`src/wb_bus_pkg.sv`:
```
package wb_bus_pkg;

    // ==================================================
    // wishbone bus widths
    // ==================================================

    // byte addressed bus carrying one 32 bit word per beat
    localparam int WB_ADR_W = 32;
    localparam int WB_DAT_W = 32;

    // one select line for every byte lane of a data word
    localparam int WB_SEL_W = WB_DAT_W / 8;

    // ==================================================
    // bus side types
    // ==================================================

    // byte lane select, bit n enables bits 8n+7 to 8n of the data word
    typedef logic [WB_SEL_W-1:0] wb_sel_t;

    // states of the bus cycle machine
    // a line fill walks through the three burst states and
    // ends in wait_ack, where the fourth ack closes the cycle
    // single reads and writes go straight from idle to wait_ack
    typedef enum logic [2:0]
    {
        WB_IDLE     = 3'd0,
        WB_BURST_1  = 3'd1,
        WB_BURST_2  = 3'd2,
        WB_BURST_3  = 3'd3,
        WB_WAIT_ACK = 3'd4
    } wb_state_t;

endpackage

```
`src/cache_req_pkg.sv`:
```
package cache_req_pkg;

    // the command carries bus fields, so the bus widths are needed here
    import wb_bus_pkg::*;

    // ==================================================
    // requester side constants
    // ==================================================

    // words in one cache line fill
    localparam int BURST_WORDS = 4;

    // instruction port and data port
    localparam int NUM_PORTS = 2;

    // ==================================================
    // requester side types
    // ==================================================

    // which cache port owns an access
    // the value doubles as an index into per port flag vectors
    typedef enum logic
    {
        PORT_I = 1'b0,
        PORT_D = 1'b1
    } req_port_t;

    // one registered bus command, handed from the arbiter to the bus FSM
    // valid is high for a single cycle per command
    // qword is only ever set for reads
    typedef struct packed
    {
        logic                valid;
        req_port_t           port;
        logic                write;
        logic                qword;
        logic [WB_ADR_W-1:0] address;
        logic [WB_DAT_W-1:0] wdata;
        wb_sel_t             sel;
    } bus_cmd_t;

endpackage

```
`src/wb_req_decode.sv`:
```
module wb_req_decode
    import wb_bus_pkg::*;
    import cache_req_pkg::*;
(
    input  logic                i_clk,
    input  logic                quick_n_reset,
    input  logic                i_ireq,
    input  logic                i_iqword,
    input  logic [WB_ADR_W-1:0] i_iaddr,
    input  logic                i_dreq,
    input  logic                i_dwrite,
    input  logic                i_dqword,
    input  logic [WB_ADR_W-1:0] i_daddr,
    input  logic [WB_DAT_W-1:0] i_dwdata,
    input  wb_sel_t             i_dsel,
    input  logic                i_busy,
    input  logic                i_ipending_clear,
    input  logic                i_dpending_clear,
    output bus_cmd_t            o_cmd
);

    // set once a port's request has been turned into a command
    // it stays set until that port's done has dropped again
    logic [NUM_PORTS-1:0] served_q;

    logic take_d;
    logic take_i;
    logic can_load;
    logic load;

    // byte enables of a write give the two low address bits
    // single lanes map to their lane number, the halves to 0 or 2
    function automatic logic [1:0] sel_to_lsb(input wb_sel_t sel);
        logic [1:0] lsb;
        begin
            case (sel)
                4'b0001: lsb = 2'd0;
                4'b0010: lsb = 2'd1;
                4'b0100: lsb = 2'd2;
                4'b1000: lsb = 2'd3;
                4'b0011: lsb = 2'd0;
                4'b1100: lsb = 2'd2;
                default: lsb = 2'd0;
            endcase
            return lsb;
        end
    endfunction

    // a request counts only while its port has not yet been served
    assign take_d = i_dreq && !served_q[PORT_D];
    assign take_i = i_ireq && !served_q[PORT_I];

    // while valid is out, the bus FSM has not raised busy yet,
    // so the pending command itself also blocks a new one
    assign can_load = !i_busy && !o_cmd.valid;
    assign load     = can_load && (take_d || take_i);

    always_ff @(posedge i_clk)
    begin
        if (!quick_n_reset)
        begin
            o_cmd.valid <= 1'b0;
            served_q    <= '0;
        end
        else
        begin
            o_cmd.valid <= load;

            // data port wins when both ports ask in the same cycle
            if (can_load && take_d)
                served_q[PORT_D] <= 1'b1;
            else if (i_dpending_clear)
                served_q[PORT_D] <= 1'b0;

            if (can_load && !take_d && take_i)
                served_q[PORT_I] <= 1'b1;
            else if (i_ipending_clear)
                served_q[PORT_I] <= 1'b0;
        end

        // command payload follows the winning port
        if (load)
        begin
            if (take_d)
            begin
                o_cmd.port    <= PORT_D;
                o_cmd.write   <= i_dwrite;
                o_cmd.qword   <= i_dqword && !i_dwrite;
                o_cmd.address <= {i_daddr[WB_ADR_W-1:2],
                                  i_dwrite ? sel_to_lsb(i_dsel) : 2'b00};
                o_cmd.wdata   <= i_dwdata;
                o_cmd.sel     <= i_dwrite ? i_dsel : '1;
            end
            else
            begin
                // instruction fetches are always word aligned reads
                o_cmd.port    <= PORT_I;
                o_cmd.write   <= 1'b0;
                o_cmd.qword   <= i_iqword;
                o_cmd.address <= {i_iaddr[WB_ADR_W-1:2], 2'b00};
                o_cmd.wdata   <= '0;
                o_cmd.sel     <= '1;
            end
        end
    end

    // a command is only issued while the bus FSM is free
    a_valid_not_busy : assert property (@(posedge i_clk) disable iff (!quick_n_reset)
        $rose(o_cmd.valid) |-> !i_busy);

    // the bus FSM picks up every command on the next edge
    a_valid_taken : assert property (@(posedge i_clk) disable iff (!quick_n_reset)
        o_cmd.valid |=> (i_busy && !o_cmd.valid));

endmodule

```
`src/wb_bus_execute.sv`:
```
module wb_bus_execute
    import wb_bus_pkg::*;
    import cache_req_pkg::*;
(
    input  logic                i_clk,
    input  logic                quick_n_reset,
    input  bus_cmd_t            i_cmd,
    input  logic                i_wb_ack,
    input  logic [WB_DAT_W-1:0] i_wb_dat,
    output logic                o_busy,
    output req_port_t           o_port,
    output logic                o_word_ack,
    output logic                o_last_ack,
    output logic [WB_DAT_W-1:0] o_rdata,
    output logic [WB_ADR_W-1:0] o_wb_adr,
    output wb_sel_t             o_wb_sel,
    output logic                o_wb_we,
    output logic [WB_DAT_W-1:0] o_wb_dat,
    output logic                o_wb_cyc,
    output logic                o_wb_stb
);

    // address bits that step through a line, just above the byte offset
    localparam int WRAP_W = $clog2(BURST_WORDS);

    wb_state_t state_q;

    logic bus_ack;
    logic in_burst;

    // an ack only counts while a strobe is out
    assign bus_ack  = i_wb_ack && o_wb_stb;
    assign in_burst = (state_q == WB_BURST_1) || (state_q == WB_BURST_2)
                   || (state_q == WB_BURST_3);

    // read data goes straight through, qualified by the word ack
    assign o_word_ack = bus_ack && !o_wb_we;
    assign o_last_ack = bus_ack && (state_q == WB_WAIT_ACK);
    assign o_rdata    = i_wb_dat;

    // ==================================================
    // bus cycle FSM
    // ==================================================

    always_ff @(posedge i_clk)
    begin
        if (!quick_n_reset)
        begin
            state_q  <= WB_IDLE;
            o_busy   <= 1'b0;
            o_wb_cyc <= 1'b0;
            o_wb_stb <= 1'b0;
            o_wb_we  <= 1'b0;
        end
        else
        begin
            case (state_q)
                WB_IDLE:
                begin
                    // start the cycle on the edge that sees the command
                    if (i_cmd.valid)
                    begin
                        o_busy   <= 1'b1;
                        o_wb_cyc <= 1'b1;
                        o_wb_stb <= 1'b1;
                        o_wb_we  <= i_cmd.write;
                        if (i_cmd.qword && !i_cmd.write)
                            state_q <= WB_BURST_1;
                        else
                            state_q <= WB_WAIT_ACK;
                    end
                end
                WB_BURST_1:
                begin
                    if (bus_ack)
                        state_q <= WB_BURST_2;
                end
                WB_BURST_2:
                begin
                    if (bus_ack)
                        state_q <= WB_BURST_3;
                end
                WB_BURST_3:
                begin
                    if (bus_ack)
                        state_q <= WB_WAIT_ACK;
                end
                WB_WAIT_ACK:
                begin
                    // final ack closes the cycle and frees the arbiter
                    if (bus_ack)
                    begin
                        state_q  <= WB_IDLE;
                        o_busy   <= 1'b0;
                        o_wb_cyc <= 1'b0;
                        o_wb_stb <= 1'b0;
                        o_wb_we  <= 1'b0;
                    end
                end
                default:
                begin
                    state_q <= WB_IDLE;
                end
            endcase
        end

        // bus payload is held steady until each ack
        if (state_q == WB_IDLE && i_cmd.valid)
        begin
            o_wb_adr <= i_cmd.address;
            o_wb_sel <= i_cmd.sel;
            o_wb_dat <= i_cmd.wdata;
            o_port   <= i_cmd.port;
        end
        else if (in_burst && bus_ack)
        begin
            // next word of the line, wrapping inside the line
            o_wb_adr[2 +: WRAP_W] <= o_wb_adr[2 +: WRAP_W] + WRAP_W'(1);
        end
    end

    a_idle_next : assert property (@(posedge i_clk) disable iff (!quick_n_reset)
        state_q == WB_IDLE |=> state_q inside {WB_IDLE, WB_BURST_1, WB_WAIT_ACK});

    // each burst ack moves exactly one step towards the final word
    a_burst_1 : assert property (@(posedge i_clk) disable iff (!quick_n_reset)
        (state_q == WB_BURST_1 && i_wb_ack) |=> state_q == WB_BURST_2);
    a_burst_2 : assert property (@(posedge i_clk) disable iff (!quick_n_reset)
        (state_q == WB_BURST_2 && i_wb_ack) |=> state_q == WB_BURST_3);
    a_burst_3 : assert property (@(posedge i_clk) disable iff (!quick_n_reset)
        (state_q == WB_BURST_3 && i_wb_ack) |=> state_q == WB_WAIT_ACK);

    a_wait_ack : assert property (@(posedge i_clk) disable iff (!quick_n_reset)
        (state_q == WB_WAIT_ACK && i_wb_ack) |=> state_q == WB_IDLE);

endmodule

```
`src/wb_resp_route.sv`:
```
module wb_resp_route
    import wb_bus_pkg::*;
    import cache_req_pkg::*;
(
    input  logic                i_clk,
    input  logic                quick_n_reset,
    input  req_port_t           i_port,
    input  logic                i_word_ack,
    input  logic                i_last_ack,
    input  logic [WB_DAT_W-1:0] i_rdata,
    input  logic                i_ireq,
    input  logic                i_dreq,
    output logic                o_irvalid,
    output logic [WB_DAT_W-1:0] o_irdata,
    output logic                o_idone,
    output logic                o_drvalid,
    output logic [WB_DAT_W-1:0] o_drdata,
    output logic                o_ddone,
    output logic                o_ipending_clear,
    output logic                o_dpending_clear
);

    // done level per port, indexed by req_port_t
    logic [NUM_PORTS-1:0] done_q;
    logic [NUM_PORTS-1:0] req_vec;

    assign req_vec = {i_dreq, i_ireq};

    // done rises after the last ack and holds until the request drops
    always_ff @(posedge i_clk)
    begin
        if (!quick_n_reset)
        begin
            done_q <= '0;
        end
        else
        begin
            for (int p = 0; p < NUM_PORTS; p++)
            begin
                if (i_last_ack && i_port == req_port_t'(p))
                    done_q[p] <= 1'b1;
                else if (done_q[p] && !req_vec[p])
                    done_q[p] <= 1'b0;
            end
        end
    end

    // read words go only to the port that owns the access
    assign o_irvalid = i_word_ack && (i_port == PORT_I);
    assign o_drvalid = i_word_ack && (i_port == PORT_D);
    assign o_irdata  = i_rdata;
    assign o_drdata  = i_rdata;

    assign o_idone = done_q[PORT_I];
    assign o_ddone = done_q[PORT_D];

    // high in the cycle before done drops, so the served flag
    // in the arbiter clears on the same edge as done
    assign o_ipending_clear = done_q[PORT_I] && !i_ireq;
    assign o_dpending_clear = done_q[PORT_D] && !i_dreq;

endmodule

```
`src/wb_master.sv`:
```
module wb_master
    import cache_req_pkg::*;
(
    input  logic        i_clk,
    input  logic        quick_n_reset,

    // instruction cache port
    input  logic        i_icache_req,
    input  logic        i_icache_qword,
    input  logic [31:0] i_icache_address,
    output logic        o_icache_rvalid,
    output logic [31:0] o_icache_read_data,
    output logic        o_icache_done,

    // data cache port
    input  logic        i_dcache_req,
    input  logic        i_dcache_write,
    input  logic        i_dcache_qword,
    input  logic [31:0] i_dcache_address,
    input  logic [31:0] i_dcache_write_data,
    input  logic [3:0]  i_dcache_byte_enable,
    output logic        o_dcache_rvalid,
    output logic [31:0] o_dcache_read_data,
    output logic        o_dcache_done,

    // wishbone master side
    output logic [31:0] o_wb_adr,
    output logic [3:0]  o_wb_sel,
    output logic        o_wb_we,
    output logic [31:0] o_wb_dat,
    output logic        o_wb_cyc,
    output logic        o_wb_stb,
    input  logic [31:0] i_wb_dat,
    input  logic        i_wb_ack
);

    bus_cmd_t    cmd;
    req_port_t   port;
    logic        busy;
    logic        word_ack;
    logic        last_ack;
    logic [31:0] rdata;
    logic        ipending_clear;
    logic        dpending_clear;

    // arbiter and command register
    wb_req_decode u_decode (
        .i_clk            (i_clk),
        .quick_n_reset    (quick_n_reset),
        .i_ireq           (i_icache_req),
        .i_iqword         (i_icache_qword),
        .i_iaddr          (i_icache_address),
        .i_dreq           (i_dcache_req),
        .i_dwrite         (i_dcache_write),
        .i_dqword         (i_dcache_qword),
        .i_daddr          (i_dcache_address),
        .i_dwdata         (i_dcache_write_data),
        .i_dsel           (i_dcache_byte_enable),
        .i_busy           (busy),
        .i_ipending_clear (ipending_clear),
        .i_dpending_clear (dpending_clear),
        .o_cmd            (cmd)
    );

    // bus cycle FSM
    wb_bus_execute u_execute (
        .i_clk         (i_clk),
        .quick_n_reset (quick_n_reset),
        .i_cmd         (cmd),
        .i_wb_ack      (i_wb_ack),
        .i_wb_dat      (i_wb_dat),
        .o_busy        (busy),
        .o_port        (port),
        .o_word_ack    (word_ack),
        .o_last_ack    (last_ack),
        .o_rdata       (rdata),
        .o_wb_adr      (o_wb_adr),
        .o_wb_sel      (o_wb_sel),
        .o_wb_we       (o_wb_we),
        .o_wb_dat      (o_wb_dat),
        .o_wb_cyc      (o_wb_cyc),
        .o_wb_stb      (o_wb_stb)
    );

    // read data and done handshake back to the caches
    wb_resp_route u_route (
        .i_clk            (i_clk),
        .quick_n_reset    (quick_n_reset),
        .i_port           (port),
        .i_word_ack       (word_ack),
        .i_last_ack       (last_ack),
        .i_rdata          (rdata),
        .i_ireq           (i_icache_req),
        .i_dreq           (i_dcache_req),
        .o_irvalid        (o_icache_rvalid),
        .o_irdata         (o_icache_read_data),
        .o_idone          (o_icache_done),
        .o_drvalid        (o_dcache_rvalid),
        .o_drdata         (o_dcache_read_data),
        .o_ddone          (o_dcache_done),
        .o_ipending_clear (ipending_clear),
        .o_dpending_clear (dpending_clear)
    );

endmodule

```
`config.mk`:
```
export PLATFORM = sky130hd
export DESIGN_NAME = wb_master
export DESIGN_NICKNAME = d
export VERILOG_FILES = /design/src/wb_bus_pkg.sv /design/src/cache_req_pkg.sv /design/src/wb_req_decode.sv /design/src/wb_bus_execute.sv /design/src/wb_resp_route.sv /design/src/wb_master.sv
export SDC_FILE = /design/constraint.sdc
export NUM_CORES = 1
export LEC_CHECK = 0
export BUFFER_PORTS_ARGS = -buffer_cell sky130_fd_sc_hd__buf_4
export CORE_MARGIN = 2
export CORE_UTILIZATION = 46
export CTS_CLUSTER_DIAMETER = 120
export DETAILED_ROUTE_END_ITERATION = 6
export PLACE_DENSITY = 0.79
export REMOVE_ABC_BUFFERS = 1
export SLEW_MARGIN = 20
export SYNTH_ARGS = -nofsm -noshare
export SYNTH_HDL_FRONTEND = slang
export SYNTH_SLANG_ARGS = --single-unit
```
`constraint.sdc`:
```
create_clock -name i_clk -period 10 [get_ports i_clk]
set_input_delay 1.5 -clock i_clk [delete_from_list [all_inputs] [get_ports i_clk]]
set_output_delay 1.5 -clock i_clk [all_outputs]
set_load 0.05 [all_outputs]
```
# Word level (Yosys, flattened, before mapping)
# Index checks and enable logic that the tools add are counted.
[classes] n_reduce_logical=44 bitwise_logic=1 addsub=1 n_mux=24 n_eq_ne=13
[ops] op="two-way mux 71 bit" n=1
[ops] op="logical AND 1 bit" n=20
[ops] op="two-way mux 3 bit" n=6
[ops] op="one-hot mux 3 bit (5 select lines)" n=1
[ops] op="nonzero test 2 bit" n=6
[ops] op="zero test 1 bit" n=10
[ops] op="two-way mux 1 bit" n=9
[ops] op="equality test 4 bit, second input constant" n=2
[ops] op="!= test 2 x 1 -> 1 bit, second input constant" n=4
[ops] op="equality test 3 x 2 -> 1 bit, second input constant" n=2
[ops] op="two-way mux 2 bit" n=3
[ops] op="one-hot mux 2 bit (3 select lines)" n=1
[ops] op="AND reduction 5 bit" n=1
[ops] op="equality test 4 x 2 -> 1 bit, second input constant" n=1
[ops] op="equality test 4 x 3 -> 1 bit, second input constant" n=1
[ops] op="two-way mux 4 bit" n=1
[ops] op="one-hot mux 1 bit (2 select lines)" n=2
[ops] op="equality test 3 x 1 -> 1 bit, second input constant" n=1
[ops] op="equality test 3 bit, second input constant" n=1
[ops] op="zero test 3 bit" n=1
[ops] op="logical OR 1 bit" n=3
[ops] op="AND reduction 3 bit" n=1
[ops] op="adder 2 x 1 -> 2 bit, second input constant" n=1
[ops] op="!= test 2 bit, second input constant" n=1
[ops] op="other kinds (3)" n=3
[word_totals] wordCells=103 in_bits=140 register_bits=150 output_inout_bits=139

# Depth between registers and ports, before layout
[logic_depth] word_depth=6 depth_mapped=7 mapped_depth_nobuf=4

# By module
# A second synthesis with hierarchy kept.
[hier_totals] cells_unflattened=382 hier_area_um2=6247.2
[modules_own_cells] module="wb_req_decode" cells_each=167 seq_area_each_um2=2192.1 area_each_um2=3024.2 instances=1
[modules_own_cells] module="wb_bus_execute" cells_each=140 seq_area_each_um2=2172.1 area_each_um2=2638.8 instances=1
[modules_own_cells] module="wb_resp_route" cells_each=75 seq_area_each_um2=40.0 area_each_um2=584.3 instances=1

# Worst setup path after synthesis
# OpenSTA, ideal clock, no wires.
[synth_timing] path_type="in2reg" start="input i_dcache_req" end="register u_decode.o_cmd[0] in the netlist's numbering (enable)" stages=3 path_buffers=1 setup_ns=0.610 arrival_time_ns=6.830 setup_slack_ns=2.560 t_required_ns=9.390 path_cell_list="nand2b_1 -> buf_2 -> a21boi_0"
[synth_between] elab_chain_cells=3
[synth_lines] item="start, declared" line="wb_master.sv:16" source="input logic i_dcache_req,"
[synth_lines] item="logical AND 1 bit" line="wb_req_decode.sv:50" source="assign take_d = i_dreq && !served_q[PORT_D];"
[synth_lines] item="logical OR 1 bit" line="wb_req_decode.sv:56" source="assign load = can_load && (take_d || take_i);"
[synth_lines] item="logical AND 1 bit" line="wb_req_decode.sv:56"
[synth_lines] item="net u_decode.load" line="wb_req_decode.sv:29" source="logic load;"
[synth_lines] item="end, declared" line="wb_req_decode.sv:19" source="output bus_cmd_t o_cmd"
# The timed path passes the listed nets, and every way through them passes these cells.
# A chain may end at the register's enable or synchronous reset.

# Final worst setup path
[layout_timing] start="input i_wb_ack" end="output o_dcache_rvalid"
[layout_between] elab_chain_cells=3
[layout_lines] item="start, declared" line="wb_master.sv:34" source="input logic i_wb_ack"
[layout_lines] item="logical AND 1 bit" line="wb_bus_execute.sv:32" source="assign bus_ack = i_wb_ack && o_wb_stb;"
[layout_lines] item="logical AND 1 bit" line="wb_bus_execute.sv:37" source="assign o_word_ack = bus_ack && !o_wb_we;"
[layout_lines] item="logical AND 1 bit" line="wb_resp_route.sv:50" source="assign o_drvalid = i_word_ack && (i_port == PORT_D);"
[layout_lines] item="end, declared" line="wb_master.sv:22" source="output logic o_dcache_rvalid,"
# Every way passes these cells.

==> results.ini <==
[place]
dpl_cell_area_um2=6950
gp_congestion=0.837
dp_hpwl_um=10200
port_buffers=178

[routing]
num_vias=3519
post-route-drc-count=0
viasPerCell=4.87
drt_iter0_markers=249
drt-pass1-iter-count=4
ant_nets=0
wl_per_cell_um=19.0
wl_um=13700

[setup_path]
endpoint_kind=output port
critPathLaunchType=input pin
critical_path_arrival_ns=2.22
max_stage_delay_ns=0.24
crit_buf_inv=2
slowest_stage=nor3b_1
crit_top_cell=buf_4
crit_fanout=5
cp.required_ns=8.50
critPathKind=in -> out
crit_family=simple AND/OR/NAND/NOR gates
path_cells=buf_4 > nand2_1 > nor3b_1 > buf_4

[power]
vdd_drop_max_mv=0.0982
cellLeakagePower_nw=3.06
swShare_pct=27.3
total_power_mw=1.74
intPower_mw=1.27
pwr-share-clk_pct=34.2
powerDensity_nw_per_um2=232
power.switching_uw=476
power.share.combinational_pct=17.8
p_seq_share_pct=48.0

[synth]
ys_seq_elements=150
seq_area_frac_synth_pct=74.8
yosysWarnings=0
syn-cell-area_um2=5890
syn_area_per_cell_um2=14.2
synthDistinctLibCells=33
syn_inst=415

[clock_network]
cts_tree=done
htree_num_levels=4
insertion_delay_ns=0.41
postCtsSetupRepairBufs=0
cts.path.max_buffers=2
clk_pin_slew_worst_paths_ns=0.06
cts-root-buf=clkbuf_16
cts_hold_buf=0
cts_resized=0
numCtsBuffers=17
clock_sinks=150

[timing]
finalHoldViolCount=0
rsz0062_at_grt=false
finalCriticalPeriod_ns=3.72
setup_violations=0
timing.hold.ws_ns=0.417
relSlewSlack_pct=36.4
min_period_over_period_pct=37.2
skew_ns=0.00597
slew_violations=0
worst_pin_slew_ns=0.954
final.setup.tns_ns=0
clock.fmax_mhz=269

[grt]
track_usage_pct=20.3
grt_pass1_vias=3468
grt_max_degree=66
grt_overflow=0
grt_pass1_wl_um=19400
antenna_found_initial=0

[layout]
final_nets=679
fillers=971
drive_gt1_share_pct=39.6
syn2layout_area_growth_pct=27.6
diodes=0
layout_common_cells=182 x buf_4, 140 x edfxtp_1, 100 x nand2_1, 33 x and2_1, 17 x clkbuf_16
final_common_cell=buf_4
fin_util_pct=59.7
design_area_um2=7510

[floorplanning]
fp.dieArea_um2=13700
initial_core_util_pct=46.8
num_rows=41
io-pin-count=279
die_h_um=117
die_x_um=117
fp.coreArea_um2=12600

[min_path]
hold_path.class=reg -> reg

[run_status]
status=complete, no violations

[job]
maxCapViolations=0

[power by group through the flow]
stage | combinational, mW | sequential [mW] | clock [mW]
after CTS | 0.313 | 0.839 | 0.607
final | 0.310 | 0.838 | 0.597
after detailed placement | 0.313 | 0.852 | 0
after global placement | 0.299 | 0.848 | 0
after floorplan | 0.0708 | 0.974 | 0
after global routing | 0.330 | 0.847 | 0.634
[flip-flops by register name, summed over array words and instances (netlist names)]
register            flops
u_execute.o_wb_cyc      1
u_route.done_q          2
u_execute.o_wb_sel      4
u_decode.o_cmd         72
u_execute.o_wb_dat     32
u_execute.o_wb_we       1
u_execute.o_wb_adr     32
u_execute.state_q       3
u_decode.served_q       2
u_execute.o_port        1
[synthesized netlist by cell type]
cell type	n	area, um2
buf_6	1	11.3
and4bb_2	1	12.5
o21ai_2	1	8.76
nand2_2	1	6.26
nand4_1	1	6.26
or2_2	2	12.5
xnor2_1	3	26.3
nor2_1	4	15.0
nand2_1	100	375
buf_2	4	20.0
nor3b_1	1	7.51
edfxtp_1	140	4200
nand2b_1	3	18.8
nand3_1	5	25.0
inv_2	1	3.75
a31oi_1	1	6.26
or2_1	3	18.8
o21ai_0	6	30.0
a21boi_0	3	22.5
nor4_1	2	12.5
nor3_1	3	15.0
nor4b_1	1	8.76
dfxtp_1	10	200
and3_1	1	6.26
a311oi_1	1	8.76
o31ai_1	2	15.0
and2_1	33	206
clkbuf_2	2	10.0
nand3b_1	2	15.0
buf_4	66	495
clkbuf_1	5	18.8
nor4b_4	1	23.8
inv_1	5	18.8
[cells by family after synthesis]
family	count (synthesis)	share of synthesized area (%)
buffers and inverters	84	9.82
xor gates and xnor gates	3	0.447
and+or+nand+nor	164	13.4
DFF	150	74.8
AOI/OAI and AO/OA	14	1.55
[through the flow]
step,std cells,setup WS [ns]
6_report,722,6.28
3_3_place_gp,691,6.33
5_1_grt,722,6.21
3_5_place_dp,692,6.29
2_1_floorplan,337,2.09
4_1_cts,722,6.28
[area by class of cell]
type | count | area [um2] | area share, %
tap | 172 | 215 | 2.87
inverter | 6 | 22.5 | 0.300
sequential | 150 | 4400 | 58.7
timing repair buffer | 183 | 1390 | 18.6
multi-input combinational | 181 | 915 | 12.2
clock inverter | 13 | 133 | 1.77
clock buffer | 17 | 425 | 5.67
[worst paths after layout]
kind	startpoint	endpoint	slack, ns	cells past startpoint
worst min-delay path	u_decode.o_cmd[16]	u_execute.o_wb_dat[12]	0.42	0
worst max register to register	u_decode.served_q[1]	u_decode.o_cmd[1]	7.68	5
worst min register to register	u_decode.o_cmd[16]	u_execute.o_wb_dat[12]	0.42	0
worst max-delay path	i_wb_ack	o_dcache_rvalid	6.28	4
[worst reg2reg max path: cells and delay by family (launching register included)]
kind | cells | cell delay (ns)
buf+inv | 2 | 1.03
simple gates | 3 | 0.74
flops | 1 | 0.30
[routing by layer]
metal  vias to the layer above  global-route usage, %  part of all wire (%)
met1                      1628                   24.1                    39
met3                        19                   15.4                    16
met5                         -                   9.63                   1.0
met4                         4                   5.88                   1.0
li1                       1611                      -                     -
met2                       257                   28.1                    43
Power figures use the tool's default switching activity.
